===== src/hdc_pkg.sv =====
package hdc_pkg;

    // hypervector and instruction geometry
    localparam int vec_width = 64;
    localparam int inst_w = 16;
    localparam int opcode_w = 4;
    localparam int item_aw = 6;
    localparam int shift_w = 6;
    localparam int rsvd_w = inst_w - opcode_w - item_aw;

    // bundling counters, signed and saturating at +/-15
    localparam int cnt_w = 5;
    localparam logic signed [cnt_w-1:0] cnt_max = 15;
    localparam logic signed [cnt_w-1:0] cnt_min = -15;
    localparam logic signed [cnt_w-1:0] cnt_step = 1;

    // xorshift64 generator
    localparam logic [vec_width-1:0] xs_seed = 64'h9e37_79b9_7f4a_7c15;
    localparam int xs_a = 13;
    localparam int xs_b = 7;
    localparam int xs_c = 17;

    typedef enum logic [opcode_w-1:0] {
        op_nop    = 4'd0,
        op_gen    = 4'd1,
        op_load   = 4'd2,
        op_wb     = 4'd3,
        op_move   = 4'd4,
        op_perm   = 4'd5,
        op_xor    = 4'd6,
        op_bundle = 4'd7,
        op_sign   = 4'd8,
        op_store  = 4'd9,
        op_last   = 4'd10
    } opcode_e;

    // address form: gen, load, wb
    typedef struct packed {
        logic [opcode_w-1:0] opcode;
        logic [rsvd_w-1:0]   rsvd;
        logic [item_aw-1:0]  addr;
    } inst_mem_t;

    // shift-amount form: perm
    typedef struct packed {
        logic [opcode_w-1:0] opcode;
        logic [rsvd_w-1:0]   rsvd;
        logic [shift_w-1:0]  amount;
    } inst_perm_t;

    // one host word, read either way
    typedef union packed {
        inst_mem_t  mem;
        inst_perm_t perm;
    } inst_t;

    typedef struct packed {
        logic               valid;
        opcode_e            opcode;
        logic [item_aw-1:0] addr;
        logic [shift_w-1:0] amount;
    } exec_op_t;

    typedef struct packed {
        logic                 rd_en;
        logic                 wr_en;
        logic                 gen_en;
        logic [item_aw-1:0]   addr;
        logic [vec_width-1:0] wdata;
    } mem_req_t;

endpackage


===== src/hdc_decode.sv =====
module hdc_decode (
    input  logic                          clk,
    input  logic                          reset,
    input  logic                          wb_cyc,
    input  logic                          wb_stb,
    input  logic                          wb_we,
    input  logic [hdc_pkg::inst_w-1:0]    wb_dat_w,
    input  logic                          busy,
    output logic                          wb_ack,
    output hdc_pkg::exec_op_t             op
);

    hdc_pkg::inst_t   word;
    hdc_pkg::opcode_e dec_opcode;
    logic             can_accept;

    assign word = wb_dat_w;

    // codes past op_last are treated as nop
    always_comb begin
        if (word.mem.opcode > hdc_pkg::opcode_w'(hdc_pkg::op_last)) begin
            dec_opcode = hdc_pkg::op_nop;
        end else begin
            dec_opcode = hdc_pkg::opcode_e'(word.mem.opcode);
        end
    end

    // one instruction in flight at a time
    assign can_accept = wb_cyc && wb_stb && !wb_ack && !busy && !op.valid;

    always_ff @(posedge clk) begin
        if (reset) begin
            wb_ack <= 1'b0;
        end else begin
            wb_ack <= can_accept;
        end
    end

    // word is still held by the host during the ack cycle
    always_ff @(posedge clk) begin
        if (reset) begin
            op.valid <= 1'b0;
        end else begin
            // reads are acked but dropped
            op.valid <= wb_ack && wb_we;
        end
        if (wb_ack) begin
            op.opcode <= dec_opcode;
            op.addr   <= word.mem.addr;
            op.amount <= word.perm.amount;
        end
    end

    // classic single-beat handshake
    ack_single_cycle: assert property (
        @(posedge clk) disable iff (reset)
        wb_ack |=> !wb_ack
    );

    // busy from execute must hold back issue
    no_issue_when_busy: assert property (
        @(posedge clk) disable iff (reset)
        $rose(op.valid) |-> !busy
    );

endmodule


===== config.mk =====
export PLATFORM = sky130hd
export DESIGN_NAME = hdc_decode
export DESIGN_NICKNAME = d
export VERILOG_FILES = /design/src/hdc_pkg.sv /design/src/hdc_decode.sv
export SDC_FILE = /design/constraint.sdc
export NUM_CORES = 1
export LEC_CHECK = 0
export BUFFER_PORTS_ARGS = -buffer_cell sky130_fd_sc_hd__buf_4
export CAP_MARGIN = 20
export CORE_AREA = 10 10 49 51
export DETAILED_ROUTE_END_ITERATION = 6
export DIE_AREA = 0 0 59 61
export PLACE_DENSITY = 0.69
export SLEW_MARGIN = 20
export SYNTH_ARGS = -nofsm -noshare
export SYNTH_HDL_FRONTEND = slang
export SYNTH_SLANG_ARGS = --single-unit
export TNS_END_PERCENT = 100

===== constraint.sdc =====
create_clock -name clk -period 0.8 [get_ports clk]
set_input_delay 0.08 -clock clk [delete_from_list [all_inputs] [get_ports clk]]
set_output_delay 0.08 -clock clk [all_outputs]
set_load 0.03 [all_outputs]

# After elaboration in Yosys (flattened, before gate mapping)
# Cells that the tools add are included.
# W data, S select, Z words.
[totals]
reg_bits = 12
output_inout_bits = 18
mem_bits_rw = 0
n_memories = 0
input_bits = 22
latchBits = 0
rom_bits = 0
word_cells = 13
[classes]
bitwise = 0
shift = 0
muxes = 0
reduce_logical = 8
add_sub_neg = 0
mul = 0
n_eq_ne = 0
n_div = 0
order_cmp = 1
[op_table]
columns = ["operator", "n"]
rows = [
  ["$logic_and A1 B1 Y1", 5],
  ["$gt A4 B4 Y1 const B", 1],
  ["$logic_not A1 Y1", 3],
]

# Longest topological paths before layout
[depth]
depth_word = 4
ltp_mapped = 2
ltp_nobuf = 2

# Worst setup path before layout
# Ideal clock, no wire load.
[synth_timing]
path_kind = "flip-flop to flip-flop"
from = "register wb_ack"
to = "register wb_ack"
synth_period_minus_slack_ns = 1.147
arrival_time_ns = 1.032
path_buffers = 0
path_stages_with_launch = 3
setup_time_ns = 0.115
t_required_ns = 0.685
slack_ns = -0.347
cell_sequence = "dfxtp_1 > nor4_1 > and3_1"
[synth_via]
elab_chain_len = 4
[synth_lines]
columns = ["element", "line", "text"]
rows = [
  ["start, declared", "hdc_decode.sv:9", "output logic wb_ack,"],
  ["start signal, assigned", "hdc_decode.sv:35", "wb_ack <= can_accept;"],
  ["$logic_not A1 Y1", "hdc_decode.sv:29", "assign can_accept = wb_cyc && wb_stb && !wb_ack && !busy && !op.valid;"],
  ["$logic_and A1 B1 Y1 (3 in series)", "hdc_decode.sv:29", ""],
]
# No other way between the ends.
# A chain may end at the register's enable or synchronous reset.

==> metrics.md <==
| Metric | Value |
|---|---|
| Status | finished with violations |
| Failing checks | setup timing |
| Maximum Capacitance Violations | 0 |
| Avg Cell Area, Syn | 15.4 µm² |
| Global routing usage on met2 | 11.4% |
| RSZ-0062 raised after global routing | yes |
| Largest net degree at the start of global routing | 8 |
| Area contributors post-synth | edfxtp_1 67%, buf_4 10%, dfxtp_1 9.0%, and2_1 2.8%, o21ai_0 2.2% |
| Die outline width | 59 µm |
| Nets | 93 |
| Crit path kind | reg2out |
| CTS Buf Count | 3 |
| Port bufs | 33 |
| Layout fillers | 125 |
| Ys flop type | edfxtp_1 |
| M3 GR Usage | 7.93% |
| Number of synthesized flops with an enable pin | 10 |
| Most used routing layer | met2 |
| Worst min path class | in2reg |
| Worst setup margin | -0.148 ns |
| M1 GR Usage | 8.50% |
| Fmax achieved | 1060 MHz |
| Hold Fails Final Rpt | 0 |
| Max IR drop VDD | 0.000873 V |
| Pwr dens | 1440 mW/mm² |
| Clock slew at reported path FFs | around 0.070 ns |
| Leakage | 0.376 nW |
| Clk root buf | clkbuf_4 |
| Die area | ~0.0036 mm² |
| Most frequent cells after synthesis | 10 x edfxtp_1, 6 x buf_4, 2 x and2_1, 2 x dfxtp_1, 2 x o21ai_0 |
| Antenna violations before repair | 0 |
| Total grt overflow | 0 |
| Drt wl/cell | 15.6 µm |
| CP required | 0.72 ns |
| Chip height | slightly above 60 µm |
| Global-route wire length before repair | between 2000 and 2500 µm |
| Yosys cell types | 12 |
| Inserted Diodes | 0 |
| Worst clock skew | 0.00677 ns |
| Total number of vias | 384 |
| Register area share after synthesis | 76.4% |
| CTS tree | yes |
| Row Count | 14 |
| Initial core utilization | a little under a third |
| Tmin final | 0.948 ns |
| #FFs+latches synth | 12 |
| Yosys Warn Count | 0 |
| First-pass iteration count of the detailed router | 2 |
| Slew headroom | 87.9% |
| RR Startpoint | wb_ack |
| Crit path cell chain | buf_6 |
| Drt initial violations | 2 |
| Final setup fails | 19 |
| Synth-to-layout area growth | 94.4% |
| Top Ports | 40 |
| Number of buffers and inverters on the critical path | 1 |
| CP arrival | 0.87 ns |
| Crit Path Max Fanout | 2 |
| CTS max path bufs | 2 |
| WL final | roughly 1300 µm |
| Post-synth ARST share | 0% |
| Max-slew violations | 0 |
| Power Total | 0.00125 W |
| Hold_sp | wb_we |
| Area leader, netlist | edfxtp_1 |
| Synth Instances | 29 |
| GPL Wtd Cong | ~0.68 |
| Netlist Area Pre-Place | 445 µm² |
| Critical Path Source Type | register |
| Via-per-instance ratio | ~4.5 |
| Fraction of layout cells with a size suffix above 1 | 60.0% |
| Htree depth | 1 |
| DRC | 0 |
| Most frequent cell after synthesis | edfxtp_1 |
| Final period util | 118% |
| GRT Util Overall | 8.49% |
| Final ANT Viol Nets | 0 |
| CP Capture Type | output pin |
| Crit-path max cell delay | 0.43 ns |
| Clk_lat worst skew | 0.26 ns |
| Post-synth top area share | 67.4% |
| Post-placement setup slack | -0.0204 ns |
| Vias in the first global route | 440 |
| Core area | 0.00147 mm² |
| Synth Net Count | 51 |
| Worst Tran Pin Value | 0.179 ns |
| CP max-delay cell | edfxtp_1 |
| CTS sink count | 12 |
| CP Launch Point | op[2] |
| CP top delay family | flip-flops |
==> logic make-up (layout without fill, tap and decap cells) <==
family	count (synthesis)	after routing	share of synthesized area, %
simple gates	7	7	8.71
buf+inv	7	48	11.0
compound gates	3	3	3.93
flops	12	12	76.4
==> flip-flops by register name, indices dropped and copies added, names as in the netlist <==
| signal | cells |
|---|---|
| op | 11 |
| wb_ack | 1 |
==> where the power goes <==
part | switching [W] | total [W] | internal [W]
clock | 0.000179 | 0.000372 | 0.000193
combinational | 0.0000694 | 0.000180 | 0.000111
sequential | 0.00000839 | 0.000695 | 0.000687
total | 0.000257 | 0.00125 | 0.000990
==> timing repair <==
action / in CTS / in global routing
endpoints found under the setup margin: 19 / 25
resized for setup: 14 / 5
hold buffers: 7 / 0
hold endpoints to repair: 7 / 0
setup buffers: 3 / 0
pin swaps: 1 / 1
==> per-layer routing <==
layer,vias up,part of all wire [%]
met5,-,0
met4,0,2.1
met3,4,23
met2,36,40
met1,165,35
li1,179,-
==> worst paths after layout <==
kind / to / slack, ns / cells past startpoint
setup / recovery: op[8] / -0.15 / 1
hold / removal: op[16] / 0.04 / 3
hold reg to reg: wb_ack / 0.58 / 2
setup reg to reg: wb_ack / -0.03 / 3
==> per-stage QoR <==
stage,instances,utilization [%],instance area [µm²],hold slack [ns],setup TNS [ns]
after floorplan,29,-,473,0.145,0
after global placement,72,45.7,673,0.239,0
after detailed placement,72,45.7,673,0.243,-0.0204
after CTS,86,57.6,847,0.0276,-2.36
after global routing,86,58.8,866,0.0618,-2.81
final,86,58.8,866,0.0371,-2.05
==> layout by cell type, fill, tap and decap left out, drive strengths merged <==
cell type,count
o21ai,2
dfxtp,2
edfxtp,10
buf,36
and2,2
nor2b,1
nand2,1
and3,1
nor4,1
a211oi,1
nor2,1
dlygate4sd3,7
inv,1
clkbuf,4
==> area by class of cell <==
class | count | area, µm² | share of cell area (%)
Tap cell | 16 | 20.0 | 2.31
Inverter | 1 | 3.75 | 0.434
Sequential cell | 12 | 345 | 39.9
Timing Repair Buffer | 43 | 408 | 47.1
Multi-Input combinational cell | 10 | 62.6 | 7.23
Clock buffer | 4 | 26.3 | 3.03
No activity file was read; power rests on OpenSTA's default activity.
