## config.mk

```make
export PLATFORM = sky130hd
export DESIGN_NAME = hdc_execute
export DESIGN_NICKNAME = d
export VERILOG_FILES = /design/src/hdc_pkg.sv /design/src/hdc_execute.sv
export SDC_FILE = /design/constraint.sdc
export NUM_CORES = 2
export LEC_CHECK = 0
export BUFFER_PORTS_ARGS = -buffer_cell sky130_fd_sc_hd__buf_4
export CAP_MARGIN = 10
export CORE_UTILIZATION = 41
export DETAILED_ROUTE_END_ITERATION = 8
export GPL_ROUTABILITY_DRIVEN = 0
export PLACE_DENSITY = 0.69
export SKIP_LAST_GASP = 1
export SYNTH_ARGS = -nofsm -noshare
export SYNTH_HDL_FRONTEND = slang
export SYNTH_SLANG_ARGS = --single-unit
```

## constraint.sdc

```tcl
create_clock -name clk -period 3.8 [get_ports clk]
set_input_delay 0.57 -clock clk [delete_from_list [all_inputs] [get_ports clk]]
set_output_delay 0.57 -clock clk [all_outputs]
set_load 0.05 [all_outputs]
```

## src/hdc_pkg.sv

```systemverilog
package hdc_pkg;

    // hypervector and instruction geometry
    localparam int vec_width = 64;
    localparam int inst_w = 16;
    localparam int opcode_w = 4;
    localparam int item_aw = 6;
    localparam int shift_w = 6;
    localparam int rsvd_w = inst_w - opcode_w - item_aw;

    // bundling counters, signed and saturating at +/-15
    localparam int cnt_w = 5;
    localparam logic signed [cnt_w-1:0] cnt_max = 15;
    localparam logic signed [cnt_w-1:0] cnt_min = -15;
    localparam logic signed [cnt_w-1:0] cnt_step = 1;

    // xorshift64 generator
    localparam logic [vec_width-1:0] xs_seed = 64'h9e37_79b9_7f4a_7c15;
    localparam int xs_a = 13;
    localparam int xs_b = 7;
    localparam int xs_c = 17;

    typedef enum logic [opcode_w-1:0] {
        op_nop    = 4'd0,
        op_gen    = 4'd1,
        op_load   = 4'd2,
        op_wb     = 4'd3,
        op_move   = 4'd4,
        op_perm   = 4'd5,
        op_xor    = 4'd6,
        op_bundle = 4'd7,
        op_sign   = 4'd8,
        op_store  = 4'd9,
        op_last   = 4'd10
    } opcode_e;

    // address form: gen, load, wb
    typedef struct packed {
        logic [opcode_w-1:0] opcode;
        logic [rsvd_w-1:0]   rsvd;
        logic [item_aw-1:0]  addr;
    } inst_mem_t;

    // shift-amount form: perm
    typedef struct packed {
        logic [opcode_w-1:0] opcode;
        logic [rsvd_w-1:0]   rsvd;
        logic [shift_w-1:0]  amount;
    } inst_perm_t;

    // one host word, read either way
    typedef union packed {
        inst_mem_t  mem;
        inst_perm_t perm;
    } inst_t;

    typedef struct packed {
        logic               valid;
        opcode_e            opcode;
        logic [item_aw-1:0] addr;
        logic [shift_w-1:0] amount;
    } exec_op_t;

    typedef struct packed {
        logic                 rd_en;
        logic                 wr_en;
        logic                 gen_en;
        logic [item_aw-1:0]   addr;
        logic [vec_width-1:0] wdata;
    } mem_req_t;

endpackage

```

## src/hdc_execute.sv

```systemverilog
module hdc_execute (
    input  logic                             clk,
    input  logic                             reset,
    input  hdc_pkg::exec_op_t                op,
    input  logic [hdc_pkg::vec_width-1:0]    mem_rd_data,
    input  logic                             result_full,
    output hdc_pkg::mem_req_t                mem_req,
    output logic                             busy,
    output logic                             push,
    output logic [hdc_pkg::vec_width-1:0]    push_data,
    output logic                             last_pulse
);

    logic [hdc_pkg::vec_width-1:0]     reg_a;
    logic [hdc_pkg::vec_width-1:0]     reg_b;
    logic signed [hdc_pkg::cnt_w-1:0]  cnt [hdc_pkg::vec_width];
    logic signed [hdc_pkg::cnt_w-1:0]  cnt_next [hdc_pkg::vec_width];
    logic [hdc_pkg::vec_width-1:0]     sign_vec;
    logic [2*hdc_pkg::vec_width-1:0]   perm_dbl;
    logic [hdc_pkg::vec_width-1:0]     perm_vec;
    logic                              load_wait;

    // rotate left, upper half of the doubled word
    assign perm_dbl = {reg_b, reg_b} << op.amount;
    assign perm_vec = perm_dbl[2*hdc_pkg::vec_width-1 -: hdc_pkg::vec_width];

    // saturating vote per bit, and majority with ties to 0
    always_comb begin
        for (int i = 0; i < hdc_pkg::vec_width; i++) begin
            cnt_next[i] = cnt[i];
            if (reg_b[i] && cnt[i] != hdc_pkg::cnt_max) begin
                cnt_next[i] = cnt[i] + hdc_pkg::cnt_step;
            end else if (!reg_b[i] && cnt[i] != hdc_pkg::cnt_min) begin
                cnt_next[i] = cnt[i] - hdc_pkg::cnt_step;
            end
            sign_vec[i] = !cnt[i][hdc_pkg::cnt_w-1] && (cnt[i] != '0);
        end
    end

    // memory side of gen, wb and load
    always_comb begin
        mem_req       = '0;
        mem_req.addr  = op.addr;
        mem_req.wdata = reg_b;
        if (op.valid) begin
            mem_req.rd_en  = (op.opcode == hdc_pkg::op_load);
            mem_req.wr_en  = (op.opcode == hdc_pkg::op_wb);
            mem_req.gen_en = (op.opcode == hdc_pkg::op_gen);
        end
    end

    assign push       = op.valid && (op.opcode == hdc_pkg::op_store);
    assign push_data  = reg_b;
    assign last_pulse = op.valid && (op.opcode == hdc_pkg::op_last);

    // full result buffer also holds off the host
    assign busy = load_wait || result_full;

    always_ff @(posedge clk) begin
        if (reset) begin
            reg_a     <= '0;
            reg_b     <= '0;
            cnt       <= '{default: '0};
            load_wait <= 1'b0;
        end else begin
            load_wait <= op.valid && (op.opcode == hdc_pkg::op_load);
            // second edge of a load
            if (load_wait) begin
                reg_b <= mem_rd_data;
            end
            if (op.valid) begin
                case (op.opcode)
                    hdc_pkg::op_move:   reg_a <= reg_b;
                    hdc_pkg::op_perm:   reg_b <= perm_vec;
                    hdc_pkg::op_xor:    reg_b <= reg_a ^ reg_b;
                    hdc_pkg::op_bundle: cnt <= cnt_next;
                    hdc_pkg::op_sign: begin
                        reg_b <= sign_vec;
                        cnt   <= '{default: '0};
                    end
                    default: begin
                    end
                endcase
            end
        end
    end

    // decode must not issue a store into a full buffer
    no_push_when_full: assert property (
        @(posedge clk) disable iff (reset)
        push |-> !result_full
    );

endmodule

```

* Yosys cells after proc, flatten, opt, wreduce, memory -nomap -nowiden
Cells that the tools add are included.
** Word-level totals
- Register bits :: 449
- Latch bits :: 0
- Memory bits (writable) :: 0
- ROM bits :: 0
- Input bits :: 84
- Output and inout bits :: 140
- Logic and storage cells :: 986
- Memories :: 0
** Cells by class
- $add $sub $neg :: 128
- Multiply operators :: 0
- Div/mod/pow operators :: 0
- $lt $le $gt $ge :: 0
- Equality and inequality tests :: 202
- Shift-type cells :: 1
- Muxes and demuxes :: 133
- Bitwise operators :: 1
- Reductions and logical operators :: 454
** Operators by type and width (number)
- $mux 5 :: 128
- $ne 5x5->1 const B :: 128
- $pmux 320 s2 :: 1
- $add 5x2->5 const B :: 64
- $reduce_bool 5->1 :: 64
- $sub 5x2->5 const B :: 64
- $logic_and 1x1->1 :: 195
- $ne 3x3->1 const B :: 64
- $pmux 64 s3 :: 1
- $reduce_and 3->1 :: 64
- $logic_not 1->1 :: 128
- $mux 64 :: 2
- $shl 128x6->128 :: 1
- $xor 64x64->64 :: 1
- $eq 4x3->1 const B :: 4
- $eq 4x4->1 const B :: 3
- $eq 4x2->1 const B :: 2
- $eq 4x1->1 const B :: 1
- $mux 3 :: 1
- $reduce_and 2->1 :: 1
- $reduce_bool 2->1 :: 1
- $logic_or 1x1->1 :: 1

* Logic depth before layout (Yosys ltp)
- Depth after elaboration :: 5
- Gate-level depth with buffers :: 11
- Gate-level depth less buffers :: 10

* Worst setup path before layout
OpenSTA, ideal clock, no wires.
- Path kind :: input to output
- Start point :: input op[13] (netlist bit)
- End point :: output mem_req[72] (netlist bit)
- Arrival time :: 2.141 ns
- Path slack :: 1.089 ns
- Stages on the path :: 3
- Cells stage by stage :: buf_2 > nor2b_1 > nor3b_1
** RTL lines
- start: declaration :: RTL line hdc_execute.sv:4 : input hdc_pkg::exec_op_t op,
- end: declaration :: RTL line hdc_execute.sv:7 : output hdc_pkg::mem_req_t mem_req,

* Worst setup path in the final report
- Start point :: register reg_b, in the netlist push_data[61]
- End point :: register cnt[14] (netlist bit)
** Between the ends
- Cells in the longest elaborated chain, start to end :: 4
- Elaborated cells on any way between the ends :: 7
** Ends and longest elaborated chain
- start: declaration :: RTL line hdc_execute.sv:15 : logic [hdc_pkg::vec_width-1:0] reg_b;
- start signal: assignment :: RTL line hdc_execute.sv:69 : reg_b <= mem_rd_data;
- start signal: assignment :: RTL line hdc_execute.sv:74 : hdc_pkg::op_perm: reg_b <= perm_vec;
- start signal: assignment :: RTL line hdc_execute.sv:75 : hdc_pkg::op_xor: reg_b <= reg_a ^ reg_b;
- $logic_not 1->1 :: RTL line hdc_execute.sv:33 : end else if (!reg_b[i] && cnt[i] != hdc_pkg::cnt_min) begin
- $logic_and 1x1->1 :: RTL line hdc_execute.sv:33
- $ne 3x3->1 (no line)
- $reduce_and 3->1 (no line)
- end signal: assignment :: RTL line hdc_execute.sv:76 : hdc_pkg::op_bundle: cnt <= cnt_next;
- end: declaration :: RTL line hdc_execute.sv:16 : logic signed [hdc_pkg::cnt_w-1:0] cnt [hdc_pkg::vec_width];
Several ways; a longest one is shown, not always the timed one.
A chain may end at the register's enable or synchronous reset.

==> results.sh <==
export IMPL_hold_violations=0
export IMPL_cts_resized=0
export IMPL_core_area_um2=82110
export IMPL_ant_nets=0
export IMPL_grt_pass1_wl_mm=162.2
export IMPL_cts_sinks=449
export IMPL_yosys_most_used_dff="dfxtp_1"
export IMPL_die_y_um=290.0
export IMPL_pre_cts_ws_ns=0.5758
export IMPL_cts_inserted_buffers=52
export IMPL_dieArea_um2=84090
export IMPL_synth_edf_count=0
export IMPL_antenna_found_initial=2
export IMPL_startpoint_type="flop"
export IMPL_period_share_pct=78.86
export IMPL_violations="design-rule violations"
export IMPL_ys_top_cells_by_count="482 x a21oi_1, 449 x dfxtp_1, 337 x nor2_1"
export IMPL_grt_pass1_vias=28908
export IMPL_grt_max_degree=195
export IMPL_p_leak_nw=13.78
export IMPL_setup_worst_path_class="flop to flop"
export IMPL_power_mw=13.09
export IMPL_num_vias=32360
export IMPL_grt_setup_unrepaired="false"
export IMPL_fin_util_pct=46.05
export IMPL_post_cts_buffers=0
export IMPL_routedWlPerCell_um=19.35
export IMPL_worstPathArrival_ns=3.53
export IMPL_hold_buffers=0
export IMPL_area_growth_pct=11.20
export IMPL_setup_slack_ns=0.8034
export IMPL_end_kind="flop"
export IMPL_maxSlewHeadroom_pct=25.64
export IMPL_synthTopCellsByArea="dfxtp_1 26%, ha_1 7.1%, a21oi_1 7.1%, nor3_1 4.6%, mux4_2 4.2%"
export IMPL_overflow=0
export IMPL_yosysSeqAreaShare_pct=26.44
export IMPL_fillers=7904
export IMPL_die_width_um=290.0
export IMPL_ys_seq_elements=449
export IMPL_cap_violations=0
export IMPL_dp_hpwl_mm=71.47
export IMPL_cts_buffer_depth=3
export IMPL_vias_per_cell=6.049
export IMPL_routed_wl_mm=103.5
export IMPL_nets=4582
export IMPL_tns_ns=0
export IMPL_port_buffers=211
export IMPL_status="complete, but fails checks"
export IMPL_synth_cell_types=51
export IMPL_synth_largest_area_cell="dfxtp_1"
export IMPL_synthArstFlopShare_pct=0
export IMPL_power_density_nw_per_um2=346.1
export IMPL_crit_fanout=13
export IMPL_clock_latency_ns=0.61
export IMPL_yosys_warnings=0
export IMPL_drt_iter0_markers=3236
export IMPL_post_route_min_period_ns=2.997
export IMPL_cts_tree="yes"
export IMPL_root_buffer="clkbuf_16"
export IMPL_skew_ns=0.02659
export IMPL_setup_violations_final=0
export IMPL_tightest_slew_ns=1.106
export IMPL_yosysMostFrequentCell="a21oi_1"
export IMPL_synth_nets=4594
export IMPL_h_tree_depth=2
export IMPL_ir_drop_mv=0.2676
export IMPL_grt_util_all_layers_pct=23.69
export IMPL_syn_inst=4253
export IMPL_hold_path_class="primary input to flop"
export IMPL_max_freq_ghz=0.3337
export IMPL_syn_area_per_cell_um2=7.995
export IMPL_io_pins=224
export IMPL_clk_pin_slew_ns=0.06
export IMPL_synth_top_area_share_pct=26.44
export IMPL_synthesis_area_um2=34000
export IMPL_fp_row_count=105
export IMPL_drc=25
export IMPL_required_ns=4.34
export IMPL_drv_slew=0
export IMPL_firstDrtPassIters=9
export IMPL_drive_gt1_share_pct=12.86
export IMPL_start_util_pct=41.41
-- metal layers --
metal  up-vias  wire length [µm]  global-route usage [%]  part of all wire, %
li1      15598                 -                       -                    -
met1     15224             44410                   31.94                   43
met2      1261             45670                   37.01                   44
met3       277              8563                   4.274                  8.3
met4         0              4856                   10.28                  4.7
met5         -                 0                       0                    0
-- report_power, final --
part           switching [mW]  internal, mW  total, mW  leakage [nW]
clock                    2.07          2.87       4.94         0.815
sequential              0.338          4.88       5.22          3.64
combinational            1.75          1.18       2.93          9.33
-- critical path, stage by stage, from the launching register on --
cell     delay (ns)
dfxtp_1        0.84
o21ai_0        0.47
ha_1           0.44
nor2b_1        0.15
o21ai_0        0.26
nand2_1        0.11
xnor2_1        0.12
or4_1          0.40
a21oi_1        0.14
-- layout make-up --
class	count	area, µm²	area share [%]
clock inverter	16	142.6	0.3772
timing repair buffer	287	2375	6.281
sequential	449	8992	23.78
multi-input combinational	3208	22540	59.61
clock buffer	74	1505	3.981
inverter	243	912.1	2.412
antenna	3	7.507	0.01985
tap	1070	1339	3.541
-- final timing paths --
path | startpoint | slack, ns | end | cells after the start
max | push_data[61] | 0.80 | cnt[14] | 8
min | mem_rd_data[11] | 0.34 | push_data[11] | 3
max reg2reg | push_data[61] | 0.80 | cnt[14] | 8
min reg2reg | reg_a[20] | 0.47 | reg_a[20] | 2
-- stage by stage --
| step | instance area, µm² | hold WS, ns | instances |
|---|---|---|---|
| 4_1_cts | 37800 | 0.3154 | 5347 |
| 2_1_floorplan | 34000 | 0.4488 | 4253 |
| 6_report | 37810 | 0.3421 | 5350 |
| 5_1_grt | 37810 | 0.3420 | 5349 |
| 3_3_place_gp | 36160 | 0.4539 | 5257 |
| 3_5_place_dp | 36160 | 0.4591 | 5257 |
-- registers in the layout (all words and copies together) (netlist names) --
signal and flops:
push_data 64, cnt 320, load_wait 1, reg_a 64
-- layout by cell type (no fill, tap or decap), types with 17 or more instances in the layout --
cell       count
a21oi_1      482
dfxtp_1      448
nor2_1       336
nor3_1       315
buf_4        269
nand2_1      245
inv_1        243
ha_1         193
o21ai_0      161
nor2b_1      131
o22ai_1      128
nor4_1       123
xnor2_1       90
mux2_2        69
mux2i_1       68
mux4_2        64
o32ai_1       64
a211oi_1      64
a221oi_1      64
a31oi_1       64
a21o_1        64
fa_1          64
xor2_1        61
clkbuf_16     53
nand4_1       50
o31ai_1       46
and3_1        44
o21bai_1      39
or3_1         37
o21a_1        25
o31ai_2       24
or4_1         21
buf_12        17
-- kinds of logic after synthesis --
group,share of synthesized area [%]
XOR/XNOR,3.889
multiplexers,8.526
flip-flops,26.44
AND/OR/NAND/NOR,19.47
buffers and inverters,7.496
adder cells (fa/ha/maj),10.87
AO/OA/AOI/OAI,23.31
Power figures use the tool's default switching activity.
