[src/hdc_pkg.sv]
package hdc_pkg;

    // hypervector and instruction geometry
    localparam int vec_width = 64;
    localparam int inst_w = 16;
    localparam int opcode_w = 4;
    localparam int item_aw = 6;
    localparam int shift_w = 6;
    localparam int rsvd_w = inst_w - opcode_w - item_aw;

    // bundling counters, signed and saturating at +/-15
    localparam int cnt_w = 5;
    localparam logic signed [cnt_w-1:0] cnt_max = 15;
    localparam logic signed [cnt_w-1:0] cnt_min = -15;
    localparam logic signed [cnt_w-1:0] cnt_step = 1;

    // xorshift64 generator
    localparam logic [vec_width-1:0] xs_seed = 64'h9e37_79b9_7f4a_7c15;
    localparam int xs_a = 13;
    localparam int xs_b = 7;
    localparam int xs_c = 17;

    typedef enum logic [opcode_w-1:0] {
        op_nop    = 4'd0,
        op_gen    = 4'd1,
        op_load   = 4'd2,
        op_wb     = 4'd3,
        op_move   = 4'd4,
        op_perm   = 4'd5,
        op_xor    = 4'd6,
        op_bundle = 4'd7,
        op_sign   = 4'd8,
        op_store  = 4'd9,
        op_last   = 4'd10
    } opcode_e;

    // address form: gen, load, wb
    typedef struct packed {
        logic [opcode_w-1:0] opcode;
        logic [rsvd_w-1:0]   rsvd;
        logic [item_aw-1:0]  addr;
    } inst_mem_t;

    // shift-amount form: perm
    typedef struct packed {
        logic [opcode_w-1:0] opcode;
        logic [rsvd_w-1:0]   rsvd;
        logic [shift_w-1:0]  amount;
    } inst_perm_t;

    // one host word, read either way
    typedef union packed {
        inst_mem_t  mem;
        inst_perm_t perm;
    } inst_t;

    typedef struct packed {
        logic               valid;
        opcode_e            opcode;
        logic [item_aw-1:0] addr;
        logic [shift_w-1:0] amount;
    } exec_op_t;

    typedef struct packed {
        logic                 rd_en;
        logic                 wr_en;
        logic                 gen_en;
        logic [item_aw-1:0]   addr;
        logic [vec_width-1:0] wdata;
    } mem_req_t;

endpackage

[src/hdc_result.sv]
module hdc_result (
    input  logic                             clk,
    input  logic                             reset,
    input  logic                             push,
    input  logic [hdc_pkg::vec_width-1:0]    push_data,
    input  logic                             last_pulse,
    input  logic                             result_ready,
    output logic                             result_full,
    output logic                             result_valid,
    output logic [hdc_pkg::vec_width-1:0]    result_data,
    output logic                             last
);

    // entry frees up on the same edge it is taken
    assign result_full = result_valid && !result_ready;

    always_ff @(posedge clk) begin
        if (reset) begin
            result_valid <= 1'b0;
            last         <= 1'b0;
        end else begin
            last <= last_pulse;
            if (push) begin
                result_valid <= 1'b1;
            end else if (result_ready) begin
                result_valid <= 1'b0;
            end
        end
    end

    always_ff @(posedge clk) begin
        if (push) begin
            result_data <= push_data;
        end
    end

    // stalled data must hold until taken
    data_stable_on_stall: assert property (
        @(posedge clk) disable iff (reset)
        (result_valid && !result_ready) |=> $stable(result_data)
    );

endmodule

[config.mk]
export PLATFORM = sky130hd
export DESIGN_NAME = hdc_result
export DESIGN_NICKNAME = d
export VERILOG_FILES = /design/src/hdc_pkg.sv /design/src/hdc_result.sv
export SDC_FILE = /design/constraint.sdc
export NUM_CORES = 1
export LEC_CHECK = 0
export BUFFER_PORTS_ARGS = -buffer_cell sky130_fd_sc_hd__buf_2
export CAP_MARGIN = 20
export CORE_ASPECT_RATIO = 1.2
export CORE_UTILIZATION = 33
export CTS_BUF_LIST = sky130_fd_sc_hd__clkbuf_4 sky130_fd_sc_hd__clkbuf_8 sky130_fd_sc_hd__clkbuf_16
export DETAILED_ROUTE_END_ITERATION = 10
export PLACE_DENSITY = 0.74
export SLEW_MARGIN = 20
export SYNTH_ARGS = -nofsm -noshare
export SYNTH_HDL_FRONTEND = slang
export SYNTH_SLANG_ARGS = --single-unit
[constraint.sdc]
create_clock -name clk -period 0.92 [get_ports clk]
set_clock_uncertainty 0.2 [all_clocks]
set_input_delay 0 -clock clk [delete_from_list [all_inputs] [get_ports clk]]
set_output_delay 0 -clock clk [all_outputs]
set_load 0.1 [all_outputs]
After elaboration in Yosys (flattened, before gate mapping)
Index checks and enable logic that the tools add are counted.
{ "totals": {"regBits": 66, "inputBits": 69, "out_inout_bits": 67, "wordCells": 8} }
{ "classes": {"n_mux": 2, "n_reduce_logical": 3} }
{ "ops": {"columns": ["cell", "n"], "rows": [
  ["$mux 1", 2],
  ["$reduce_bool 2->1", 1],
  ["$logic_and 1x1->1", 1],
  ["$logic_not 1->1", 1]
]} }

Longest topological paths before layout
Gate-level depths: netlist (run 1).
{ "depth": {"depth_word": 2, "depth_mapped": 2, "depth_no_buf": 2} }

Least setup slack after synthesis (run 1)
No wires, ideal clock.
{ "synth_path": {"kind": "flip-flop to flip-flop", "from": "reg result_valid (netlist name)", "to": "reg result_valid", "setup_ns": 0.060, "arrival_time_ns": 1.797, "required_time_ns": 0.660, "setup_slack_ns": -1.137, "path_stages_with_launch": 3, "path_buffers": 0, "synth_period_minus_slack_ns": 2.057, "cell_sequence": "dfxtp_1 > nor2b_4 > o21ba_1"} }
{ "synth_lines": {"columns": ["element", "line_no", "source"], "rows": [
  ["end signal: assignment", "hdc_result.sv:19", "result_valid <= 1'b0;"],
  ["end signal: assignment", "hdc_result.sv:24", "result_valid <= 1'b1;"],
  ["end signal: assignment", "hdc_result.sv:26", "result_valid <= 1'b0;"],
  ["end: declaration", "hdc_result.sv:9", "output logic result_valid,"]
]} }

Final worst setup path (run 1)
{ "layout_path": {"from": "reg result_valid", "to": "out result_full"} }
{ "layout_between": {"elab_chain_len": 1} }
{ "layout_lines": {"columns": ["element", "line_no", "source"], "rows": [
  ["$logic_and 1x1->1", "hdc_result.sv:15", "assign result_full = result_valid && !result_ready;"],
  ["end: declaration", "hdc_result.sv:8", "output logic result_full,"]
]} }
Every way passes these cells.

==> flow_summary_export.csv, run 1 <==
group,metric,value,unit
status,status,"finished with violations",
status,violations,"hold timing, setup timing",
timing,whs,-0.186,ns
clock_tree,cts_root_buf,"clkbuf_8",
power_and_ir_drop,p_per_area,1940,mW/mm^2
timing,fin_crit_sh,1.33,
power_and_ir_drop,power.total,9.09,mW
final_layout,diodes,0,
route,vias,1547,
critical_path,crit_slowest_cell,"dfxtp_4",
power_and_ir_drop,pwr-share-clk,0.243,
route,routedWlPerCell,16.2,um
timing,timing_hold_violations_final,64,
placed_design,placed_cell_area,0.00385,mm^2
timing,finalSetupViolCount,68,
final_layout,layout_common_cells,"buf_12, buf_2, dlygate4sd3_1",
critical_path,cp-end-kind,"output port",
timing,slew_violations,0,
critical_path,required,0.72,ns
power_and_ir_drop,leakagePower,1.96,nW
synth,synth_area_per_cell,28.9,um^2
critical_path,crit_family,"flip-flops",
global_routing,antenna_found_initial,0,
global_routing,first_global_vias,1754,
clock_tree,cts-hold-fix-buffers,66,
placed_design,place.gp.congestion,0.676,
power_and_ir_drop,pwr-share-seq,0.414,
critical_path,path_class,"reg -> out",
synth,syn_nets,138,
timing,worst_slack,-0.304,ns
route,drtIter0Drc,90,
clock_tree,clk_pin_slew,0.06,ns
final_layout,final_area,0.00468,mm^2
critical_path,slowest_delay,0.35,ns
synth,ys_ff_latch,66,
clock_tree,postCtsSetupBuffers,0,
run,max_cap_violations,0,
timing,timing.fmax,817,MHz
clock_tree,cts_resized,0,
floorplanning,start_util,0.347,
route,vias_per_cell,4.19,
clock_tree,cts_htree_levels,3,
timing,worst_slew_pin_slew,0.161,ns
power_and_ir_drop,p_switching,3.12,mW
route,route.detailed.drc,0,
critical_path,worstPathMaxFanout,2,
synth,synth.distinct_cells,5,
route,wl,5.97,mm
critical_path,path_buf_inv,1,
global_routing,overflow,0,
synth,synthTopCellsByArea,"edfxtp_1, dfxtp_1, nor2b_4",
final_layout,final_nets,354,
global_routing,grt_max_degree,28,
synth,syn_area,0.00199,mm^2
clock_tree,numCtsBuffers,9,
floorplanning,die_h,87.1,um
clock_tree,numClockSinks,66,
global_routing,track_usage,0.201,
synth,ys_warn_count,0,
floorplanning,dieArea,0.00635,mm^2
power_and_ir_drop,pwr-share-comb,0.343,
timing,slew_headroom,0.893,
synth,syn_inst,69,
synth,synthDominantCellAreaShare,0.965,
critical_path,cp_cell_sequence,"nor2b_4 -> buf_12",
power_and_ir_drop,power.internal,5.97,mW
clock_tree,cts_tree,"yes",
clock_tree,cts_max_path_buffers,2,
critical_path,worstSetupStartpointType,"flop",
final_layout,syn2layout_area_growth,135,%
final_layout,drive_gt1_frac,0.533,
floorplanning,fp.dieW,72.9,um
clock_tree,clk_latency,0.32,ns
final_layout,instances_no_fill,369,
floorplanning,io_pins,136,
power_and_ir_drop,vdd_drop_max,0.00156,V
critical_path,worstPathArrival,1.02,ns
floorplanning,rows,30,
floorplanning,core,0.00574,mm^2
placed_design,io_buffers,135,
global_routing,grt_pass1_wl,8.67,mm
final_layout,final_util,0.816,
route,drt_pass1_iterations,4,
final_layout,mostFrequentLayoutCell,"buf_12",
hold_path,hp-class,"in -> reg",
timing,period_needed,1.22,ns
synth,yosysTopAreaCell,"edfxtp_1",
power_and_ir_drop,swShare,0.343,
timing,rsz0062_at_grt,"yes",
synth,ys_seq_area_frac,0.985,
placed_design,place_inst,288,
route,final_antenna_net_count,0,
[registers in the layout, indices dropped and copies added (netlist names)]
name          count
result_data      64
result_valid      1
last              1
[cells by family after synthesis]
| group | count (synthesis) | synth area share |
|---|---|---|
| flops | 66 | 0.985 |
| simple gates | 2 | 0.0101 |
| compound gates | 1 | 0.00503 |
[power by group through the flow]
stage          clock network, mW  logic [mW]  registers [mW]
2_1_floorplan                  0      0.0241            5.38
3_3_place_gp                   0        2.87            3.81
3_5_place_dp                   0        2.89            3.83
4_1_cts                     2.29        3.11            3.77
5_1_grt                     2.40        3.18            3.78
6_report                    2.21        3.12            3.77
[Yosys cell counts]
| master | n |
|---|---|
| edfxtp_1 | 64 |
| dfxtp_1 | 2 |
| nor2b_1 | 1 |
| nor2b_4 | 1 |
| o21ba_1 | 1 |
[final timing paths]
| path | start | to | slack, ns | depth (start not counted) |
|---|---|---|---|---|
| max | result_valid$_SDFFE_PP0P_ | result_full | -0.30 | 2 |
| min | result_ready | result_valid$_SDFFE_PP0P_ | -0.19 | 3 |
| max reg2reg | result_valid$_SDFFE_PP0P_ | result_valid$_SDFFE_PP0P_ | -0.01 | 2 |
| min reg2reg | result_valid$_SDFFE_PP0P_ | result_valid$_SDFFE_PP0P_ | 0.46 | 2 |
[area by class of cell]
class	instances	area, um^2
clock buffer	10	131
timing repair buffer	205	2410
sequential	66	1970
fill	282	1060
clock inverter	5	46.3
tap	80	100
multi-input combinational	3	30.0
[through the flow]
| step | hold slack, ns | TNS [ns] | worst slack [ns] |
|---|---|---|---|
| after floorplan | -0.136 | -12.82 | -0.640 |
| after CTS | -0.192 | -16.02 | -0.318 |
| after global placement | -0.0316 | 0 | 0.00892 |
| after detailed placement | -0.0273 | -0.00585 | -0.00585 |
| final | -0.186 | -14.43 | -0.304 |
| after global routing | -0.211 | -17.17 | -0.354 |
[worst reg2reg max path: stages (launching register included)]
cell and delay [ns]:
dfxtp_4 0.34, nor2b_4 0.13, o21ba_1 0.16
[layer usage]
metal	part of all wire	vias up	wire length [um]	global-route usage
met2	0.58	83	3460	0.380
met5	0	-	0	0
met4	0.031	0	183	0.0945
met3	0.066	16	394	0.0833
li1	-	708	-	-
met1	0.32	740	1930	0.181
[repair_timing]
| action | in CTS | in global routing |
|---|---|---|
| hold endpoints to repair | 130 | 65 |
| pin swaps | 1 | 1 |
| endpoints found under the setup margin | 68 | 68 |
| gates cloned | 0 | 0 |
(Power assumes the default switching activity.)
==> run 2: changes to the inputs <==
CORE_ASPECT_RATIO = 1.4   (was 1.2)
HOLD_SLACK_MARGIN = 0.15   (was not set)
==> flow_summary_export.csv, run 2 (same netlist as run 1, synthesis figures left out) <==
group,metric,value,unit
critical_path,required,0.72,ns
route,dr_wl_met2,3.71,mm
power_and_ir_drop,vdd_drop_max,0.00135,V
final_layout,syn2layout_area_growth,135,%
status,violations,"hold timing, setup timing",
critical_path,worstSetupStartpointType,"flop",
route,wl,5.95,mm
placed_design,place_inst,278,
timing,finalSetupViolCount,68,
floorplanning,dieArea,0.00635,mm^2
floorplanning,rows,33,
final_layout,largest_reg_flops,64,
clock_tree,cts_tree,"yes",
timing,slew_violations,0,
clock_tree,numCtsBuffers,9,
global_routing,overflow,0,
route,drt_pass1_iterations,2,
final_layout,diodes,0,
timing,rsz0062_at_grt,"yes",
power_and_ir_drop,pwr-share-comb,0.342,
placed_design,io_buffers,135,
power_and_ir_drop,pwr-share-clk,0.244,
timing,worst_slew_pin_slew,0.179,ns
final_layout,instances_no_fill,360,
power_and_ir_drop,leakagePower,1.95,nW
clock_tree,clk_latency,0.33,ns
global_routing,antenna_found_initial,0,
critical_path,worstPathMaxFanout,2,
global_routing,grt_max_degree,34,
power_and_ir_drop,swShare,0.344,
route,wl_met1,1.71,mm
final_layout,drive_gt1_frac,0.538,
route,routedWlPerCell,16.5,um
final_layout,final_util,0.803,
floorplanning,core,0.00582,mm^2
critical_path,cp-end-kind,"output port",
timing,whs,-0.0718,ns
power_and_ir_drop,power.internal,5.97,mW
power_and_ir_drop,pwr-share-seq,0.414,
clock_tree,cts_max_path_buffers,2,
power_and_ir_drop,p_switching,3.13,mW
critical_path,worstPathArrival,1.01,ns
route,top_layer_used,"met4",
power_and_ir_drop,power.total,9.10,mW
run,max_cap_violations,0,
route,vias_per_cell,4.22,
final_layout,largest_register,"result_data",
route,wl_met3,316,um
global_routing,first_global_vias,1708,
power_and_ir_drop,p_per_area,1950,mW/mm^2
route,vias,1520,
route,drtIter0Drc,61,
final_layout,top_regs,"result_data: 64 flops, last: 1 flops, result_valid: 1 flops",
final_layout,layout_common_cells,"buf_12, buf_2, dlygate4sd3_1",
floorplanning,start_util,0.342,
hold_path,hp-class,"in -> reg",
floorplanning,io_pins,136,
clock_tree,cts_htree_levels,3,
placed_design,place.gp.congestion,0.729,
placed_design,dp_slack,-0.00795,ns
timing,fin_crit_sh,1.32,
final_layout,fillers,291,
floorplanning,die_h,93.9,um
timing,worst_slack,-0.293,ns
timing,timing.fmax,824,MHz
timing,timing_hold_violations_final,39,
status,status,"finished with violations",
timing,slew_headroom,0.881,
floorplanning,fp.dieW,67.7,um
critical_path,path_class,"reg -> out",
clock_tree,cts-hold-fix-buffers,66,
timing,period_needed,1.21,ns
clock_tree,numClockSinks,66,
route,final_antenna_net_count,0,
final_layout,final_nets,355,
clock_tree,cts_root_buf,"clkbuf_8",
global_routing,grt_pass1_wl,8.65,mm
clock_tree,clk_pin_slew,0.06,ns
final_layout,mostFrequentLayoutCell,"buf_12",
route,route.detailed.drc,0,
global_routing,track_usage,0.206,
[run 2: area by class of cell]
| type | instances | area [um^2] | share of cell area |
|---|---|---|---|
| clock inverters | 5 | 46.3 | 0.00991 |
| clock buffers | 10 | 131 | 0.0281 |
| flip-flops and latches | 66 | 1970 | 0.421 |
| multi-input cells | 3 | 36.3 | 0.00776 |
| well taps | 70 | 87.6 | 0.0187 |
| repair buffers | 206 | 2400 | 0.515 |
[run 2: stage by stage]
| stage | TNS (ns) | instance area (um^2) |
|---|---|---|
| after floorplan | -12.82 | 2000 |
| after detailed placement | -0.00795 | 3820 |
| after global placement | 0 | 3820 |
| after CTS | -15.72 | 4660 |
| after global routing | -16.90 | 4670 |
| final | -14.82 | 4670 |
[run 2: timing repair]
item | CTS | global route
setup endpoints to repair | 68 | 68
resized for setup | 0 | 1
endpoints found under the hold margin | 131 | 66
pin swaps | 0 | 0
setup buffers | 0 | 1
[run 2: final timing paths]
| path | from | to | slack, ns | cells past startpoint |
|---|---|---|---|---|
| max | result_valid$_SDFFE_PP0P_ | result_full | -0.29 | 2 |
| min | push | result_data[27]$_DFFE_PP_ | -0.07 | 2 |
| max reg2reg | result_valid$_SDFFE_PP0P_ | result_valid$_SDFFE_PP0P_ | -0.16 | 3 |
| min reg2reg | result_valid$_SDFFE_PP0P_ | result_valid$_SDFFE_PP0P_ | 0.57 | 3 |
[run 2: critical path, stage by stage (launching register included)]
cell     delay (ns)
dfxtp_4        0.34
nor2b_4        0.16
buf_12         0.18
[run 2: metal layers]
metal / GRT usage / up-vias
met5: 0 / -
met2: 0.388 / 68
met3: 0.0570 / 17
met1: 0.178 / 726
met4: 0.135 / 0
li1: - / 709
[run 2: power groups by stage]
| stage | registers [mW] | clock network, mW | logic, mW |
|---|---|---|---|
| 3_5_place_dp | 3.83 | 0 | 2.88 |
| 3_3_place_gp | 3.81 | 0 | 2.86 |
| 4_1_cts | 3.76 | 2.26 | 3.11 |
| 2_1_floorplan | 5.38 | 0 | 0.0241 |
| 5_1_grt | 3.78 | 2.37 | 3.18 |
| 6_report | 3.76 | 2.22 | 3.11 |
